$ cat config.mk
export PLATFORM = sky130hd
export DESIGN_NAME = breakout_control_top
export DESIGN_NICKNAME = d
export VERILOG_FILES = /design/src/source/control_pkg.sv /design/src/source/video_pkg.sv /design/src/source/breakout_control_top.sv /design/src/source/input_front.sv /design/src/source/paddle_channel.sv /design/src/source/video_overlay.sv
export VERILOG_INCLUDE_DIRS = /design/src /design/src/include
export SDC_FILE = /design/constraint.sdc
export NUM_CORES = 1
export LEC_CHECK = 0
export BUFFER_PORTS_ARGS = -buffer_cell sky130_fd_sc_hd__buf_2
export CAP_MARGIN = 20
export CELL_PAD_IN_SITES_DETAIL_PLACEMENT = 2
export CELL_PAD_IN_SITES_GLOBAL_PLACEMENT = 2
export CORE_AREA = 8 8 159 161
export CTS_BUF_LIST = sky130_fd_sc_hd__clkbuf_4
export CTS_CLUSTER_DIAMETER = 30
export DETAILED_ROUTE_END_ITERATION = 8
export DIE_AREA = 0 0 167 169
export PLACE_DENSITY = 0.8
export RECOVER_POWER = 50
export SETUP_SLACK_MARGIN = 0.05
export SYNTH_ARGS = -nofsm -noshare
export SYNTH_HDL_FRONTEND = slang
export SYNTH_HIERARCHICAL = 1
export SYNTH_SLANG_ARGS = --single-unit
$ cat constraint.sdc
create_clock -name clk_sys -period 3.92 [get_ports clk_sys]
set_clock_uncertainty 0.15 [all_clocks]
set_input_delay 0.196 -clock clk_sys [delete_from_list [all_inputs] [get_ports clk_sys]]
set_output_delay 0.196 -clock clk_sys [all_outputs]
set_load 0.005 [all_outputs]
$ cat src/include/paddle_config.svh
`ifndef PADDLE_CONFIG_SVH
`define PADDLE_CONFIG_SVH

// Paddle position range
`define PADDLE_POS_RESET     128
`define PADDLE_POS_MAX       255

// Digital step per frame
`define DIGITAL_STEP_SLOW    4
`define DIGITAL_STEP_FAST    8

// Brick rows for player 1, counted from the left wall
`define ROW_RED_P1_LO        8'd64
`define ROW_RED_P1_HI        8'd71
`define ROW_AMBER_P1_LO      8'd72
`define ROW_AMBER_P1_HI      8'd79
`define ROW_GREEN_P1_LO      8'd80
`define ROW_GREEN_P1_HI      8'd87
`define ROW_YELLOW_P1_LO     8'd88
`define ROW_YELLOW_P1_HI     8'd95

// Mirrored rows for player 2
`define ROW_RED_P2_LO        8'd184
`define ROW_RED_P2_HI        8'd191
`define ROW_AMBER_P2_LO      8'd176
`define ROW_AMBER_P2_HI      8'd183
`define ROW_GREEN_P2_LO      8'd168
`define ROW_GREEN_P2_HI      8'd175
`define ROW_YELLOW_P2_LO     8'd160
`define ROW_YELLOW_P2_HI     8'd167

// Paddle row, single-player layout only
`define ROW_BLUE_LO          8'd211
`define ROW_BLUE_HI          8'd219

// Blanking windows
`define HBLANK_P1_START      8'd224
`define HBLANK_P1_END        8'd24
`define HBLANK_P2_START      8'd232
`define HBLANK_P2_END        8'd32
`define VBLANK_RAW_LO        8'd228
`define VBLANK_RAW_HI        8'd251
`define VBLANK_FX_LO         8'd223
`define VBLANK_FX_HI         8'd252

`endif

$ cat src/source/control_pkg.sv
`default_nettype none

package control_pkg;

	////////////////////////////////////////////////////////////
	// Control selection
	////////////////////////////////////////////////////////////

	// Position source of one player
	typedef enum logic [2:0] {
		CTRL_DIGITAL,
		CTRL_STICK_X,
		CTRL_STICK_Y,
		CTRL_PADDLE,
		CTRL_SPINNER
	} ctrl_mode_e;

	// Spinner gain as a left shift of the magnitude
	typedef enum logic [1:0] {
		SPIN_SLOW,      // x2
		SPIN_MEDIUM,    // x4
		SPIN_FAST,      // x8
		SPIN_UNITY
	} spin_speed_e;

	////////////////////////////////////////////////////////////
	// Per-player bundles
	////////////////////////////////////////////////////////////

	// Raw controller inputs of one player
	typedef struct packed {
		logic       right;
		logic       left;
		logic [7:0] stick_x;    // signed
		logic [7:0] stick_y;    // signed
		logic [7:0] paddle;
		logic [8:0] spinner;    // toggle, sign, magnitude
	} player_in_s;

	typedef struct packed {
		ctrl_mode_e mode;
		logic       invert;
	} player_cfg_s;

	// Events from the input stage to one channel
	typedef struct packed {
		logic       enable;
		logic       vsync_rise;
		logic       spin_cw;
		logic       spin_ccw;
		logic [6:0] spin_mag;   // absolute value
	} chan_evt_s;

endpackage

`default_nettype wire

$ cat src/source/video_pkg.sv
`default_nettype none

package video_pkg;

	////////////////////////////////////////////////////////////
	// Video bundles
	////////////////////////////////////////////////////////////

	// 12-bit colour out of the overlay
	typedef struct packed {
		logic [3:0] r;
		logic [3:0] g;
		logic [3:0] b;
	} rgb_s;

	// Beam position from the game core
	// hcnt runs across the screen, vcnt down it
	typedef struct packed {
		logic [7:0] hcnt;
		logic [7:0] vcnt;
	} scan_pos_s;

endpackage

`default_nettype wire
$ cat src/source/breakout_control_top.sv
`default_nettype none

module breakout_control_top (
	input  logic                           clk_sys,
	input  logic                           rst_n,
	input  control_pkg::player_in_s  [1:0] players,
	input  control_pkg::player_cfg_s [1:0] cfg,
	input  logic                           dspeed_fast,
	input  control_pkg::spin_speed_e       sspeed,
	input  logic                           player2,
	input  logic                           two_player_layout,
	input  logic                           scandoubler,
	input  logic                           hsync,
	input  logic                           vsync,
	input  logic                           pad_en_n,
	input  video_pkg::scan_pos_s           scan,
	input  logic                           video,
	output logic                           pad_out,
	output video_pkg::rgb_s                rgb,
	output logic                           hblank,
	output logic                           vblank
);
	import control_pkg::*;

	chan_evt_s [1:0] evt;
	logic [7:0]      line_cnt;
	logic [1:0]      pads;

	////////////////////////////////////////////////////////////
	// Input stage, two player channels, video stage
	////////////////////////////////////////////////////////////

	input_front u_front (
		.clk_sys, .rst_n, .players, .player2, .hsync, .vsync, .pad_en_n,
		.evt, .line_cnt
	);

	for (genvar i = 0; i < 2; i++) begin : g_chan
		paddle_channel u_chan (
			.clk_sys, .rst_n, .player(players[i]), .cfg(cfg[i]), .dspeed_fast, .sspeed,
			.evt(evt[i]), .line_cnt, .pad(pads[i])
		);
	end

	video_overlay u_overlay (
		.pads, .player2, .two_player_layout, .scandoubler, .scan, .video,
		.pad_out, .rgb, .hblank, .vblank
	);

endmodule

`default_nettype wire

$ cat src/source/input_front.sv
`default_nettype none

module input_front (
	input  logic                          clk_sys,
	input  logic                          rst_n,
	input  control_pkg::player_in_s [1:0] players,
	input  logic                          player2,
	input  logic                          hsync,
	input  logic                          vsync,
	input  logic                          pad_en_n,
	output control_pkg::chan_evt_s  [1:0] evt,
	output logic [7:0]                    line_cnt
);
	import control_pkg::*;

	logic            hsync_q;
	logic            vsync_q;
	logic [1:0]      spin_tog_q;
	logic            hsync_rise;
	logic            vsync_rise;
	logic [1:0]      chan_en;
	logic [1:0]      spin_tog;
	logic [1:0][6:0] spin_abs;

	////////////////////////////////////////////////////////////
	// Sync and spinner history
	////////////////////////////////////////////////////////////

	always_ff @(posedge clk_sys) begin
		if (!rst_n) begin
			hsync_q    <= 1'b0;
			vsync_q    <= 1'b0;
			spin_tog_q <= 2'b00;
		end else begin
			hsync_q    <= hsync;
			vsync_q    <= vsync;
			spin_tog_q <= {players[1].spinner[8], players[0].spinner[8]};
		end
	end

	// Edge seen while the new level is at the input
	assign hsync_rise = hsync & ~hsync_q;
	assign vsync_rise = vsync & ~vsync_q;

	// Only the player at the table gets moves
	assign chan_en = {player2, ~player2};

	////////////////////////////////////////////////////////////
	// Per-channel events
	////////////////////////////////////////////////////////////

	for (genvar i = 0; i < 2; i++) begin : g_evt
		// Any change of bit 8 is one spinner report
		assign spin_tog[i] = players[i].spinner[8] ^ spin_tog_q[i];

		// Sign and two's-complement bits to absolute value
		assign spin_abs[i] = players[i].spinner[7] ? (~players[i].spinner[6:0] + 7'd1)
		                                           : players[i].spinner[6:0];

		// Sign bit picks the direction, invert is left to the channel
		assign evt[i] = chan_evt_s'{
			enable:     chan_en[i],
			vsync_rise: vsync_rise,
			spin_cw:    spin_tog[i] & ~players[i].spinner[7] & chan_en[i],
			spin_ccw:   spin_tog[i] &  players[i].spinner[7] & chan_en[i],
			spin_mag:   spin_abs[i]
		};

		// One direction per report, and only when bit 8 moved since the last clock
		a_spin_dir_excl: assert property (@(posedge clk_sys) disable iff (!rst_n)
			(evt[i].spin_cw || evt[i].spin_ccw) |->
			(players[i].spinner[8] != $past(players[i].spinner[8])) &&
			!(evt[i].spin_cw && evt[i].spin_ccw));
	end

	////////////////////////////////////////////////////////////
	// Line counter
	////////////////////////////////////////////////////////////

	// Held at zero until the pad window opens, wraps at 256
	always_ff @(posedge clk_sys) begin
		if (!rst_n) begin
			line_cnt <= 8'd0;
		end else if (!pad_en_n) begin
			line_cnt <= 8'd0;
		end else if (hsync_rise) begin
			line_cnt <= line_cnt + 8'd1;
		end
	end

endmodule

`default_nettype wire

$ cat src/source/paddle_channel.sv
`default_nettype none

`include "paddle_config.svh"

module paddle_channel (
	input  logic                     clk_sys,
	input  logic                     rst_n,
	input  control_pkg::player_in_s  player,
	input  control_pkg::player_cfg_s cfg,
	input  logic                     dspeed_fast,
	input  control_pkg::spin_speed_e sspeed,
	input  control_pkg::chan_evt_s   evt,
	input  logic [7:0]               line_cnt,
	output logic                     pad
);
	import control_pkg::*;

	logic [8:0]  pos_dig;
	logic [8:0]  pos_spin;
	logic [3:0]  dstep;
	logic [8:0]  dig_up;
	logic [8:0]  dig_dn;
	logic [9:0]  spin_step;
	logic [10:0] spin_up;
	logic [10:0] spin_dn;
	logic        spin_sub;
	logic        spin_add;
	logic [7:0]  stick_x_ob;
	logic [7:0]  stick_y_ob;
	logic [7:0]  pos_sel;

	////////////////////////////////////////////////////////////
	// Digital accumulator
	////////////////////////////////////////////////////////////

	assign dstep  = dspeed_fast ? 4'(`DIGITAL_STEP_FAST) : 4'(`DIGITAL_STEP_SLOW);
	assign dig_up = pos_dig + 9'(dstep);
	assign dig_dn = pos_dig - 9'(dstep);

	// One step per frame, left has priority
	always_ff @(posedge clk_sys) begin
		if (!rst_n) begin
			pos_dig <= 9'(`PADDLE_POS_RESET);
		end else if (evt.enable && evt.vsync_rise) begin
			if (player.left) begin
				pos_dig <= (dig_up > 9'(`PADDLE_POS_MAX)) ? 9'(`PADDLE_POS_MAX) : dig_up;
			end else if (player.right) begin
				// Borrow into bit 8 means below zero
				pos_dig <= dig_dn[8] ? 9'd0 : dig_dn;
			end
		end
	end

	////////////////////////////////////////////////////////////
	// Spinner accumulator
	////////////////////////////////////////////////////////////

	always_comb begin
		spin_step = 10'(evt.spin_mag);
		case (sspeed)
			SPIN_SLOW:   spin_step = 10'(evt.spin_mag) << 1;
			SPIN_MEDIUM: spin_step = 10'(evt.spin_mag) << 2;
			SPIN_FAST:   spin_step = 10'(evt.spin_mag) << 3;
			SPIN_UNITY:  spin_step = 10'(evt.spin_mag);
		endcase
	end

	// Invert swaps the sense of rotation
	assign spin_sub = cfg.invert ? evt.spin_ccw : evt.spin_cw;
	assign spin_add = cfg.invert ? evt.spin_cw : evt.spin_ccw;
	assign spin_up  = 11'(pos_spin) + 11'(spin_step);
	assign spin_dn  = 11'(pos_spin) - 11'(spin_step);

	always_ff @(posedge clk_sys) begin
		if (!rst_n) begin
			pos_spin <= 9'(`PADDLE_POS_RESET);
		end else if (spin_add) begin
			pos_spin <= (spin_up > 11'(`PADDLE_POS_MAX)) ? 9'(`PADDLE_POS_MAX) : spin_up[8:0];
		end else if (spin_sub) begin
			pos_spin <= spin_dn[10] ? 9'd0 : spin_dn[8:0];
		end
	end

	a_pos_in_range: assert property (@(posedge clk_sys) disable iff (!rst_n)
		(pos_dig <= 9'(`PADDLE_POS_MAX)) && (pos_spin <= 9'(`PADDLE_POS_MAX)));

	////////////////////////////////////////////////////////////
	// Source select and pad compare
	////////////////////////////////////////////////////////////

	// Flip the sign bit for offset binary
	assign stick_x_ob = {~player.stick_x[7], player.stick_x[6:0]};
	assign stick_y_ob = {~player.stick_y[7], player.stick_y[6:0]};

	// Absolute sources are complemented unless inverted
	always_comb begin
		case (cfg.mode)
			CTRL_DIGITAL: pos_sel = pos_dig[7:0];
			CTRL_STICK_X: pos_sel = cfg.invert ? stick_x_ob : ~stick_x_ob;
			CTRL_STICK_Y: pos_sel = cfg.invert ? stick_y_ob : ~stick_y_ob;
			CTRL_PADDLE:  pos_sel = cfg.invert ? player.paddle : ~player.paddle;
			CTRL_SPINNER: pos_sel = pos_spin[7:0];
			default:      pos_sel = 8'(`PADDLE_POS_RESET);
		endcase
	end

	// Pad stays up until the line count reaches the position
	assign pad = line_cnt < pos_sel;

endmodule

`default_nettype wire

$ cat src/source/video_overlay.sv
`default_nettype none

`include "paddle_config.svh"

module video_overlay (
	input  logic                  [1:0] pads,
	input  logic                        player2,
	input  logic                        two_player_layout,
	input  logic                        scandoubler,
	input  video_pkg::scan_pos_s        scan,
	input  logic                        video,
	output logic                        pad_out,
	output video_pkg::rgb_s             rgb,
	output logic                        hblank,
	output logic                        vblank
);
	import video_pkg::*;

	logic red_row;
	logic amber_row;
	logic green_row;
	logic yellow_row;
	logic blue_row;
	logic hblank_p1;
	logic hblank_p2;
	logic vblank_raw;
	logic vblank_fx;

	// Inclusive count window
	function automatic logic in_win(input logic [7:0] cnt, input logic [7:0] lo,
	                                input logic [7:0] hi);
		return (cnt >= lo) && (cnt <= hi);
	endfunction

	// Active player's pad back to the core
	assign pad_out = player2 ? pads[1] : pads[0];

	////////////////////////////////////////////////////////////
	// Brick row overlay
	////////////////////////////////////////////////////////////

	// Second wall of rows exists only in the two-player layout
	assign red_row    = in_win(scan.hcnt, `ROW_RED_P1_LO, `ROW_RED_P1_HI) ||
	                    (two_player_layout && in_win(scan.hcnt, `ROW_RED_P2_LO, `ROW_RED_P2_HI));
	assign amber_row  = in_win(scan.hcnt, `ROW_AMBER_P1_LO, `ROW_AMBER_P1_HI) ||
	                    (two_player_layout &&
	                     in_win(scan.hcnt, `ROW_AMBER_P2_LO, `ROW_AMBER_P2_HI));
	assign green_row  = in_win(scan.hcnt, `ROW_GREEN_P1_LO, `ROW_GREEN_P1_HI) ||
	                    (two_player_layout &&
	                     in_win(scan.hcnt, `ROW_GREEN_P2_LO, `ROW_GREEN_P2_HI));
	assign yellow_row = in_win(scan.hcnt, `ROW_YELLOW_P1_LO, `ROW_YELLOW_P1_HI) ||
	                    (two_player_layout &&
	                     in_win(scan.hcnt, `ROW_YELLOW_P2_LO, `ROW_YELLOW_P2_HI));
	assign blue_row   = !two_player_layout && in_win(scan.hcnt, `ROW_BLUE_LO, `ROW_BLUE_HI);

	// First matching row wins, plain video is white
	always_comb begin
		if (!video)          rgb = rgb_s'(12'h000);
		else if (red_row)    rgb = rgb_s'(12'hA21);
		else if (amber_row)  rgb = rgb_s'(12'hC81);
		else if (green_row)  rgb = rgb_s'(12'h173);
		else if (yellow_row) rgb = rgb_s'(12'hCC3);
		else if (blue_row)   rgb = rgb_s'(12'h17C);
		else                 rgb = rgb_s'(12'hFFF);
	end

	////////////////////////////////////////////////////////////
	// Blanking
	////////////////////////////////////////////////////////////

	// Window wraps through zero
	assign hblank_p1 = (scan.hcnt >= `HBLANK_P1_START) || (scan.hcnt <= `HBLANK_P1_END);
	assign hblank_p2 = (scan.hcnt >= `HBLANK_P2_START) || (scan.hcnt <= `HBLANK_P2_END);
	assign hblank    = (two_player_layout && player2) ? hblank_p2 : hblank_p1;

	// Wider window hides flicker behind the scandoubler
	assign vblank_raw = in_win(scan.vcnt, `VBLANK_RAW_LO, `VBLANK_RAW_HI);
	assign vblank_fx  = in_win(scan.vcnt, `VBLANK_FX_LO, `VBLANK_FX_HI);
	assign vblank     = scandoubler ? vblank_fx : vblank_raw;

endmodule

`default_nettype wire

==> qor.txt, run 1 <==
class of the most critical setup path -> primary input to flip-flop
Chip Width -> 167 um
HPWL after detailed placement -> 20,150 um
syn_area_per_cell -> 7.733 um^2
highest attainable clock frequency -> 281.4 MHz
CP Max Fanout -> 8
antenna violations before repair -> 2
number of setup violations in the final report -> 0
standard cell with the maximum stage delay on the critical path -> sky130_fd_sc_hd__mux4_2
run status -> finished, final reports clean
start of the worst register-to-register path -> g_chan[1].u_chan/pos_spin[0]
ratio of routed vias to standard cells -> 5.467
detailed-route wire length per cell -> 19.28 um
number of distinct standard cells referenced by the synthesized netlist -> 90
data arrival time of the critical path -> 3.72 ns
P&R area growth vs syn -> 13.51%
flop and latch count out of synthesis -> 46
overall routed net length -> 24,180 um
pin count of the biggest net entering global routing -> 33
leading cell type in the layout, fill and taps excluded -> sky130_fd_sc_hd__buf_2
net switching power -> 862.8 uW
ys flop type -> sky130_fd_sc_hd__dfxtp_1
wire length of the first global-routing pass -> 39,330 um
register area -> 920.9 um^2
Hold Fails Final Rpt -> 0
total number of nets in the final design -> 1,142
clock transition at the register clock pins on the worst setup and hold paths after CTS -> 0.14 ns
area of the core -> 22,910 um^2
biggest cell delay along the critical path -> 0.51 ns
clock tree from TritonCTS -> built
number of max-slew violations in the final report -> 0
clock buffer depth -> 2
final global-route overflow total -> 0
ratio of cells with drive above 1 in the final layout -> 0.1672
Internal -> 1104 uW
portion of the post-synthesis area used by sequential elements -> 0.1377
number of I/O port buffers -> 120
num ports -> 121
clk sink count -> 46
Layout fillers -> 2,713
row count -> 56
share of total power consumed by net switching -> 0.4388
FF-to-FF setup slack -> 0.93 ns
count of warnings emitted by yosys -> 6
worst setup path end -> g_chan[0].u_chan/pos_spin[3]
final estimated routing congestion in global placement -> 0.7987
Combinational Power Share -> 0.563
headroom to the max-slew limit -> 0.5323
power density over the cells -> 259.0 nW/um^2
Sequential Power Share -> 0.283
RSZ-0062 raised after global routing -> no
remaining number of nets flagged by the antenna check after routing -> 0
fin crit share -> 0.9064
Crit. Startpoint -> players[0]
Startpoint Class -> primary input
height of the chip -> 169 um
standby leakage power -> 0.003293 uW
All-Layer GR Usage -> 0.1675
overall die area -> 28,220 um^2
detailed-routing iteration count for the pre-antenna-repair pass -> 4
via count of the first global-routing pass -> 7,455
type of the most critical hold path -> primary input to flip-flop
series of cell instances along the critical path -> buf_2, inv_1, ha_1, or3b_1, o31ai_1, xnor2_1, mux4_2, ha_1, nor2b_1, a211o_1, a2111oi_2, o22ai_2, o221ai_1, o21a_1
root buffer selected by CTS -> sky130_fd_sc_hd__clkbuf_4
initial detailed-routing violation count -> 243
combined area of all synthesized cells -> 6689 um^2
synthesized net count -> 1,044
maximum level of the CTS H-tree -> 2
capturing element type of the critical path -> flip-flop
DRC violation count after routing -> 0
most used cell along the critical path -> sky130_fd_sc_hd__ha_1
final worst path period need -> 3.553 ns
multi-input combinational cell area -> 5288 um^2
clock insertion delay at the later pin of the skew report -> 0.39 ns
cells resized by post-CTS repair -> 0
cells after synthesis -> 865
number of setup buffers added after CTS -> 0
leading cell types in the layout, fill and taps excluded -> 107 x sky130_fd_sc_hd__buf_2, 69 x sky130_fd_sc_hd__nand2_1, 65 x sky130_fd_sc_hd__ha_1, 63 x sky130_fd_sc_hd__nor2_1, 60 x sky130_fd_sc_hd__inv_1
number of enable-type register cells in the synthesized netlist -> 0
share of the core filled with cells -> 0.3314
Peak supply drop -> 0.1098 mV
cts bufs inserted -> 5
destination of the worst register-to-register timing path -> g_chan[1].u_chan/pos_spin[2]
Starting Density -> 0.2919
Post-Route Hold Slack -> 0.1091 ns
post-synthesis async set-or-reset flop share -> 0
worst reg2reg path depth -> 10
clock group share of total power -> 0.155
Max Cap Viol -> 0
transition time at the pin with the least slew margin -> 0.6990 ns
total via count after detailed routing -> 6,856
required time of the critical path -> 4.08 ns
-- critical path, delay by kind of cell --
kind            cells  cell delay (ns)
xor+xnor            1             0.16
simple gates        2             0.51
mux                 1             0.51
buf+inv             2             0.18
fa+ha+maj           2             0.48
compound gates      6             1.67
-- power groups by stage --
stage / Combinational (uW) / Clock, uW / Sequential [uW]
after CTS: 1120 / 314 / 557
after detailed placement: 1110 / 0 / 567
after global routing: 1230 / 333 / 562
after global placement: 1060 / 0 / 565
final: 1110 / 304 / 556
after floorplan: 778 / 0 / 538
-- kinds of logic after synthesis --
group,share of synthesized area
and+or+nand+nor,0.2200
buffers and inverters,0.06884
xor gates and xnor gates,0.08118
muxes,0.07856
adders and majority gates,0.1455
DFF,0.1377
AOI/OAI and AO/OA,0.2682
-- stage by stage --
stage            TNS, ns  power (uW)  std cells  area, um^2  worst slack [ns]
2_1_floorplan          0        1316        865        6689            0.4179
3_5_place_dp   -0.003948        1673       1242        7515         -0.003948
3_3_place_gp           0        1622       1242        7515            0.1690
6_report               0        1966       1254        7592            0.3668
5_1_grt                0        2122       1254        7592            0.1862
4_1_cts                0        1989       1253        7626            0.3810
-- registers in the layout, indices dropped and copies added, names as in the netlist --
name                    flops
g_chan.u_chan/pos_dig      16
u_front/hsync_q             1
u_front/spin_tog_q          2
u_front/vsync_q             1
u_front/line_cnt            8
g_chan.u_chan/pos_spin     18
-- area by class of cell --
cell class / count / share of cell area
Clock inverter: 2 / 0.004450
Antenna cell: 1 / 0.0003296
Sequential cell: 46 / 0.1213
Timing Repair Buffer: 137 / 0.09509
Multi-Input combinational cell: 713 / 0.6964
Tap cell: 290 / 0.04779
Clock buffer: 5 / 0.004944
Inverter: 60 / 0.02966
-- cell usage after synthesis, types with 7 or more instances --
library cell / instances / area [um^2]
sky130_fd_sc_hd__clkbuf_1: 22 / 82.58
sky130_fd_sc_hd__a211oi_1: 7 / 52.55
sky130_fd_sc_hd__fa_1: 8 / 160.2
sky130_fd_sc_hd__inv_1: 60 / 225.2
sky130_fd_sc_hd__o22a_1: 11 / 96.34
sky130_fd_sc_hd__xnor2_1: 31 / 271.5
sky130_fd_sc_hd__a31oi_1: 14 / 87.58
sky130_fd_sc_hd__ha_1: 65 / 813.3
sky130_fd_sc_hd__o221ai_1: 7 / 61.31
sky130_fd_sc_hd__or3_1: 10 / 62.56
sky130_fd_sc_hd__nor3_1: 14 / 70.07
sky130_fd_sc_hd__nand2b_1: 19 / 118.9
sky130_fd_sc_hd__mux2i_1: 30 / 300.3
sky130_fd_sc_hd__o211ai_1: 7 / 52.55
sky130_fd_sc_hd__o31ai_1: 16 / 120.1
sky130_fd_sc_hd__o21ai_0: 42 / 210.2
sky130_fd_sc_hd__nand3_1: 27 / 135.1
sky130_fd_sc_hd__mux4_2: 8 / 180.2
sky130_fd_sc_hd__xor2_1: 31 / 271.5
sky130_fd_sc_hd__and3_1: 7 / 43.79
sky130_fd_sc_hd__nand2_1: 69 / 259.0
sky130_fd_sc_hd__a21o_1: 8 / 60.06
sky130_fd_sc_hd__o21a_1: 9 / 67.56
sky130_fd_sc_hd__buf_4: 9 / 67.56
sky130_fd_sc_hd__nor2_1: 63 / 236.5
sky130_fd_sc_hd__a22oi_1: 8 / 60.06
sky130_fd_sc_hd__dfxtp_1: 46 / 920.9
sky130_fd_sc_hd__a21oi_1: 54 / 270.3
sky130_fd_sc_hd__nor2b_1: 26 / 162.7
-- routing by layer --
| metal | vias up | routed length (um) | track usage |
|---|---|---|---|
| li1 | 3323 | - | - |
| met1 | 3426 | 10710 | 0.2028 |
| met2 | 90 | 12560 | 0.3147 |
| met3 | 15 | 631 | 0.01887 |
| met4 | 2 | 268 | 0.03094 |
| met5 | - | 10 | 0 |
-- worst min-delay path by stage --
stage	startpoint	endpoint	slack [ns]	cells past startpoint
after floorplan	hsync	u_front/hsync_q	0.17	1
after global placement	vsync	u_front/vsync_q	0.26	2
after detailed placement	vsync	u_front/vsync_q	0.26	2
after CTS	players[68]	g_chan[1].u_chan/pos_dig[4]	0.1	3
after global routing	players[68]	g_chan[1].u_chan/pos_dig[4]	0.12	3
final	pad_en_n	u_front/line_cnt[7]	0.11	3
-- repair_timing --
action	in CTS	in global routing
endpoints found under the setup margin	0	0
hold buffers	4	0
hold endpoints to repair	4	0
Power figures use the tool's default switching activity.
==> run 2, diff against run 1 <==
CORE_AREA = 8 8 150 152   (was 8 8 159 161)
DIE_AREA = 0 0 158 160   (was 0 0 167 169)
PLACE_DENSITY = 0.89   (was 0.8)
==> qor.txt, run 2 (synthesis results as in run 1) <==
run status -> finished, final reports clean
Max Cap Viol -> 0 (unchanged)
FF-to-FF setup slack -> 0.98 ns (+0.05 ns)
area of the core -> 20,040 um^2 (-13%)
class of the most critical setup path -> primary input to flip-flop
number of I/O port buffers -> 120 (unchanged)
total via count after detailed routing -> 6,807 (-0.71%)
fin crit share -> 0.9020 (-0.004394)
root buffer selected by CTS -> sky130_fd_sc_hd__clkbuf_4
transition time at the pin with the least slew margin -> 0.8691 ns (+0.1700 ns)
initial detailed-routing violation count -> 249 (+2.5%)
capturing element type of the critical path -> flip-flop
required time of the critical path -> 4.10 ns (+0.02 ns)
Post-Route Hold Slack -> 0.1187 ns (+0.009614 ns)
CP Max Fanout -> 8 (unchanged)
power density over the cells -> 250.4 nW/um^2 (-3.3%)
clock buffer depth -> 2 (unchanged)
via count of the first global-routing pass -> 7,473 (+0.24%)
cell area after placement -> 7445 um^2 (-0.93%)
row count -> 52 (-7.1%)
worst reg2reg path depth -> 9 (-1)
Crit. Startpoint -> players[0]
clock tree from TritonCTS -> built
biggest cell delay along the critical path -> 0.51 ns (about the same)
Hold Fails Final Rpt -> 0 (unchanged)
number of max-slew violations in the final report -> 0 (unchanged)
type of the most critical hold path -> primary input to flip-flop
total number of nets in the final design -> 1,136 (-0.53%)
detailed-routing iteration count for the pre-antenna-repair pass -> 4 (unchanged)
wire length of the first global-routing pass -> 38,580 um (-1.9%)
met1 WL -> 10,670 um (-0.41%)
data arrival time of the critical path -> 3.71 ns (about the same)
num ports -> 121 (unchanged)
overall routed net length -> 23,810 um (-1.5%)
number of buffer and inverter stages on the critical path -> 2 (unchanged)
clock insertion delay at the later pin of the skew report -> 0.37 ns (-0.02 ns)
P&R area growth vs syn -> 11.88%
cell area after layout -> 7483 um^2 (-1.4%)
clk sink count -> 46 (unchanged)
leading cell type in the layout, fill and taps excluded -> sky130_fd_sc_hd__buf_2
detailed-route wire length per cell -> 19.39 um (+0.57%)
most used cell along the critical path -> sky130_fd_sc_hd__ha_1
cts bufs inserted -> 5 (unchanged)
flip-flop count of the largest register, all copies and words added -> 18 (unchanged)
clock transition at the register clock pins on the worst setup and hold paths after CTS -> 0.15 ns (about the same)
top flop regs -> g_chan.u_chan/pos_spin: 18 flops, g_chan.u_chan/pos_dig: 16 flops, u_front/line_cnt: 8 flops
total power draw -> 1874 uW (-4.7%)
start of the worst register-to-register path -> g_chan[1].u_chan/pos_spin[0]
final global-route overflow total -> 0 (unchanged)
top layer in use -> met4
headroom to the max-slew limit -> 0.4041 (-0.1282)
final estimated routing congestion in global placement -> 0.8125 (+1.7%)
overall die area -> 25,280 um^2 (-10%)
height of the chip -> 160 um (-5.3%)
remaining number of nets flagged by the antenna check after routing -> 0 (unchanged)
final worst path period need -> 3.536 ns (-0.01722 ns)
register with the most flip-flops -> g_chan.u_chan/pos_spin
standard cell with the maximum stage delay on the critical path -> sky130_fd_sc_hd__mux4_2
instance count on the critical path -> 14 (unchanged)
HPWL after detailed placement -> 19,740 um (-2.0%)
WL met2 -> 12,260 um (-2.4%)
highest attainable clock frequency -> 282.8 MHz (+0.49%)
accumulated negative setup slack -> 0 ns (unchanged)
Chip Width -> 158 um (-5.4%)
cells resized by post-CTS repair -> 0 (unchanged)
RSZ-0062 raised after global routing -> no
Startpoint Class -> primary input
destination of the worst register-to-register timing path -> g_chan[1].u_chan/pos_spin[6]
ratio of routed vias to standard cells -> 5.543 (+1.4%)
maximum level of the CTS H-tree -> 2 (unchanged)
series of cell instances along the critical path -> buf_2, inv_1, ha_1, or3b_1, o31ai_1, xnor2_1, mux4_2, ha_1, nor2b_1, a211o_1, a2111oi_2, o22ai_2, o221ai_1, o21a_1
Peak supply drop -> 0.1046 mV (-4.7%)
DRC violation count after routing -> 0 (unchanged)
cell family contributing the most delay on the critical path -> compound AO/OA/AOI/OAI gates
worst setup path end -> g_chan[0].u_chan/pos_spin[3]
Starting Density -> 0.3338 (+0.04185)
antenna violations before repair -> 1 (-1)
leading cell types in the layout, fill and taps excluded -> 104 x sky130_fd_sc_hd__buf_2, 69 x sky130_fd_sc_hd__nand2_1, 65 x sky130_fd_sc_hd__ha_1, 63 x sky130_fd_sc_hd__nor2_1, 60 x sky130_fd_sc_hd__inv_1
ratio of cells with drive above 1 in the final layout -> 0.1588 (-0.008356)
All-Layer GR Usage -> 0.1846 (+0.01709)
Routed met3 length -> 687 um (+8.9%)
number of setup violations in the final report -> 0 (unchanged)
worst path setup slack after routing -> 0.3840 ns (+0.01722 ns)
pin count of the biggest net entering global routing -> 33 (unchanged)
setup slack after placement -> -0.04231 ns (-0.03836 ns)
standby leakage power -> 0.003248 uW (-1.4%)
==> run 2: power breakdown <==
group	switching, uW	internal (uW)
logic	619	464
clock network	169	65.1
registers	57.3	500
==> run 2: cell type report <==
type	instances	area, um^2
fillers	2441	12560
multi-input cells	713	5276
flip-flops and latches	46	920.9
repair buffers	131	673.1
well taps	270	337.8
inverters	60	225.2
clock buffers	5	37.54
clock inverters	2	10.01
diodes	1	2.502
==> run 2: tightest hold or removal path, delay by kind of cell <==
| kind | cells | cell delay [ns] |
|---|---|---|
| buffers and inverters | 1 | 0.10 |
| AOI/OAI and AO/OA | 1 | 0.07 |
| and+or+nand+nor | 1 | 0.24 |
==> run 2: metal layers <==
layer,GRT usage,up-vias
met3,0.01781,12
met5,0,-
met1,0.2261,3387
li1,-,3315
met4,0.03345,0
met2,0.3417,93
==> run 2: worst min-delay path by stage <==
stage,startpoint,slack [ns],end,depth (start not counted)
2_1_floorplan,hsync,0.17,u_front/hsync_q,1
3_3_place_gp,vsync,0.26,u_front/vsync_q,2
3_5_place_dp,vsync,0.28,u_front/vsync_q,2
4_1_cts,players[68],0.09,g_chan[1].u_chan/pos_dig[3],3
5_1_grt,pad_en_n,0.12,u_front/line_cnt[6],3
6_report,pad_en_n,0.12,u_front/line_cnt[6],3
==> run 2: per-stage QoR <==
stage | instances | util
6_report | 1228 | 0.3734
5_1_grt | 1228 | 0.3734
4_1_cts | 1227 | 0.3759
3_5_place_dp | 1216 | 0.3715
3_3_place_gp | 1216 | 0.3715
2_1_floorplan | 865 | -
==> run 2: repair_timing <==
action                                 4_1_cts  5_1_grt
hold buffers                                 4        0
endpoints found under the hold margin        4        0
setup endpoints to repair                    0        0
setup buffers                                0        0
==> run 3, diff against run 2 <==
CORE_AREA = 2 2 171 123   (was 8 8 150 152)
DIE_AREA = 0 0 173 125   (was 0 0 158 160)
==> qor.txt, run 3 (synthesis results as in run 1) <==
Layout fillers -> 2,453 (+0.49%)
number of I/O port buffers -> 120 (unchanged)
Combinational Power Share -> 0.553 (-0.025)
clk sink count -> 46 (unchanged)
CTS hold repair buffers -> 4 (unchanged)
instance count after placement with tap cells included -> 1,225 (+0.74%)
P&R area growth vs syn -> 12.98%
detailed-routing iteration count for the pre-antenna-repair pass -> 4 (unchanged)
num ports -> 121 (unchanged)
flip-flop count of the largest register, all copies and words added -> 18 (unchanged)
clock buffer depth -> 2 (unchanged)
final global-route overflow total -> 0 (unchanged)
detailed-route wire length per cell -> 19.63 um (+1.3%)
class of the most critical setup path -> primary input to flip-flop
HPWL after detailed placement -> 20,100 um (+1.8%)
area of the core -> 20,150 um^2 (+0.55%)
via count of the first global-routing pass -> 7,699 (+3.0%)
Startpoint Class -> primary input
instance count on the critical path -> 15 (+1)
clock group share of total power -> 0.167 (+0.042)
startpoint of the most critical hold path -> pad_en_n
height of the chip -> 125 um (-22%)
share of the core filled with cells -> 0.3751 (+0.001623)
Internal -> 1109 uW (+7.8%)
number of max-slew violations in the final report -> 0 (unchanged)
maximum level of the CTS H-tree -> 2 (unchanged)
DRC violation count after routing -> 0 (unchanged)
run status -> finished, final reports clean
headroom to the max-slew limit -> 0.3988 (-0.005254)
transition time at the pin with the least slew margin -> 0.8767 ns (+0.007661 ns)
number of buffer and inverter stages on the critical path -> 3 (+1)
cell area after layout -> 7557 um^2 (+0.99%)
standby leakage power -> 0.003287 uW (+1.2%)
clock insertion delay at the later pin of the skew report -> 0.43 ns (+0.06 ns)
data arrival time of the critical path -> 3.75 ns (+0.04 ns)
Sequential Power Share -> 0.280 (-0.017)
overall die area -> 21,630 um^2 (-14%)
Peak supply drop -> 0.1533 mV (+47%)
Max Cap Viol -> 0 (unchanged)
leading cell types in the layout, fill and taps excluded -> 106 x sky130_fd_sc_hd__buf_2, 69 x sky130_fd_sc_hd__nand2_1, 65 x sky130_fd_sc_hd__ha_1, 63 x sky130_fd_sc_hd__nor2_1, 60 x sky130_fd_sc_hd__inv_1
Post-Route Hold Slack -> 0.08739 ns (-0.03134 ns)
cell area after placement -> 7475 um^2 (+0.40%)
share of total power consumed by net switching -> 0.4479 (-0.003133)
post-route insts no fill -> 1,238 (+0.81%)
ratio of cells with drive above 1 in the final layout -> 0.1665 (+0.007664)
standard cell with the maximum stage delay on the critical path -> sky130_fd_sc_hd__mux4_2
Chip Width -> 173 um (+9.5%)
FF-to-FF setup slack -> 1.04 ns (+0.06 ns)
register with the most flip-flops -> g_chan.u_chan/pos_spin
Starting Density -> 0.3320 (-0.001824)
biggest cell delay along the critical path -> 0.50 ns (about the same)
antenna violations before repair -> 2 (+1)
final worst path period need -> 3.537 ns (+0.001387 ns)
pin count of the biggest net entering global routing -> 33 (unchanged)
All-Layer GR Usage -> 0.2249 (+0.04031)
number of cells on the worst hold path -> 3 (unchanged)
highest attainable clock frequency -> 282.7 MHz (about the same)
sink of the worst hold path -> u_front/line_cnt[7]
row count -> 44 (-15%)
type of the most critical hold path -> primary input to flip-flop
leading cell type in the layout, fill and taps excluded -> sky130_fd_sc_hd__buf_2
total via count after detailed routing -> 6,951 (+2.1%)
capturing element type of the critical path -> flip-flop
initial detailed-routing violation count -> 329 (+32%)
remaining number of nets flagged by the antenna check after routing -> 0 (unchanged)
destination of the worst register-to-register timing path -> g_chan[1].u_chan/pos_spin[6]
clock transition at the register clock pins on the worst setup and hold paths after CTS -> 0.18 ns (+0.03 ns)
power density over the cells -> 265.9 nW/um^2 (+6.2%)
number of setup violations in the final report -> 0 (unchanged)
CP Max Fanout -> 8 (unchanged)
number of setup buffers added after CTS -> 0 (unchanged)
fin crit share -> 0.9024 (about the same)
overall routed net length -> 24,310 um (+2.1%)
total number of nets in the final design -> 1,139 (+0.26%)
top flop regs -> g_chan.u_chan/pos_spin: 18 flops, g_chan.u_chan/pos_dig: 16 flops, u_front/line_cnt: 8 flops
worst reg2reg path depth -> 9 (unchanged)
start of the worst register-to-register path -> g_chan[1].u_chan/pos_spin[0]
clock tree from TritonCTS -> built
RSZ-0062 raised after global routing -> no
root buffer selected by CTS -> sky130_fd_sc_hd__clkbuf_4
cts bufs inserted -> 5 (unchanged)
final estimated routing congestion in global placement -> 0.8391 (+3.3%)
cells resized by post-CTS repair -> 0 (unchanged)
series of cell instances along the critical path -> buf_2, inv_1, ha_1, or3b_1, o31ai_1, xnor2_1, mux4_2, ha_1, nor2b_1, a211o_1, a2111oi_2, buf_4, o22ai_2, o31ai_1, and2_1
required time of the critical path -> 4.14 ns (+0.04 ns)
cell family contributing the most delay on the critical path -> compound AO/OA/AOI/OAI gates
ratio of routed vias to standard cells -> 5.615 (+1.3%)
wire length of the first global-routing pass -> 40,110 um (+4.0%)
net switching power -> 899.9 uW (+6.5%)
Hold Fails Final Rpt -> 0 (unchanged)
run 3: cell count changes in the layout (fill, tap and decap cells not counted):
cell                         change
sky130_fd_sc_hd__inv_8           +1
sky130_fd_sc_hd__or2_1           -1
sky130_fd_sc_hd__or2_0           +1
sky130_fd_sc_hd__buf_2           +2
sky130_fd_sc_hd__clkbuf_1        -4
sky130_fd_sc_hd__buf_4           +3
sky130_fd_sc_hd__clkinv_2        -2
sky130_fd_sc_hd__clkinvlp_4      +1
sky130_fd_sc_hd__bufinv_16       +1
sky130_fd_sc_hd__clkbuf_2        +2
run 3: metrics by stage:
| step | setup WS (ns) | setup TNS (ns) | power (uW) |
|---|---|---|---|
| floorplan | 0.4179 | 0 | 1316 |
| global placement | 0.08538 | 0 | 1598 |
| detailed placement | -0.04244 | -0.06107 | 1673 |
| CTS | 0.3966 | 0 | 2017 |
| global route | 0.1085 | 0 | 2159 |
| finish | 0.3826 | 0 | 2009 |
run 3: how the worst max path moves through the flow:
stage | start | to | slack (ns)
after floorplan | players[1] | g_chan[0].u_chan/pos_spin[8] | 0.42
after global placement | players[0] | g_chan[0].u_chan/pos_spin[8] | 0.09
after detailed placement | players[0] | g_chan[0].u_chan/pos_spin[8] | -0.04
after CTS | players[0] | g_chan[0].u_chan/pos_spin[8] | 0.40
after global routing | players[0] | g_chan[0].u_chan/pos_spin[8] | 0.11
final | players[0] | g_chan[0].u_chan/pos_spin[8] | 0.38
run 3: power groups by stage:
stage	combinational [uW]	sequential, uW	clock [uW]
after floorplan	778	538	0
after global placement	1030	567	0
after detailed placement	1100	573	0
after CTS	1110	562	343
after global routing	1230	569	361
final	1110	563	335
run 3: layout make-up:
cell class | count | area (um^2) | area share
Antenna cell | 1 | 2.502 | 0.0003311
Clock inverter | 3 | 48.80 | 0.006457
Sequential cell | 46 | 920.9 | 0.1219
Timing Repair Buffer | 134 | 700.7 | 0.09272
Clock buffer | 5 | 37.54 | 0.004967
Inverter | 60 | 225.2 | 0.02980
Tap cell | 276 | 345.3 | 0.04570
Multi-Input combinational cell | 713 | 5276 | 0.6982
run 3: tightest hold or removal path: stages:
cell and delay (ns):
sky130_fd_sc_hd__buf_2 0.11, sky130_fd_sc_hd__nand2_1 0.26, sky130_fd_sc_hd__a21oi_1 0.07
run 3: routing by layer:
metal	global-route usage	part of all wire	vias to the layer above
met1	0.2935	0.47	3469
met5	0	0	-
li1	-	-	3325
met4	0.04985	0.014	0
met2	0.3962	0.48	128
met3	0.02950	0.037	29
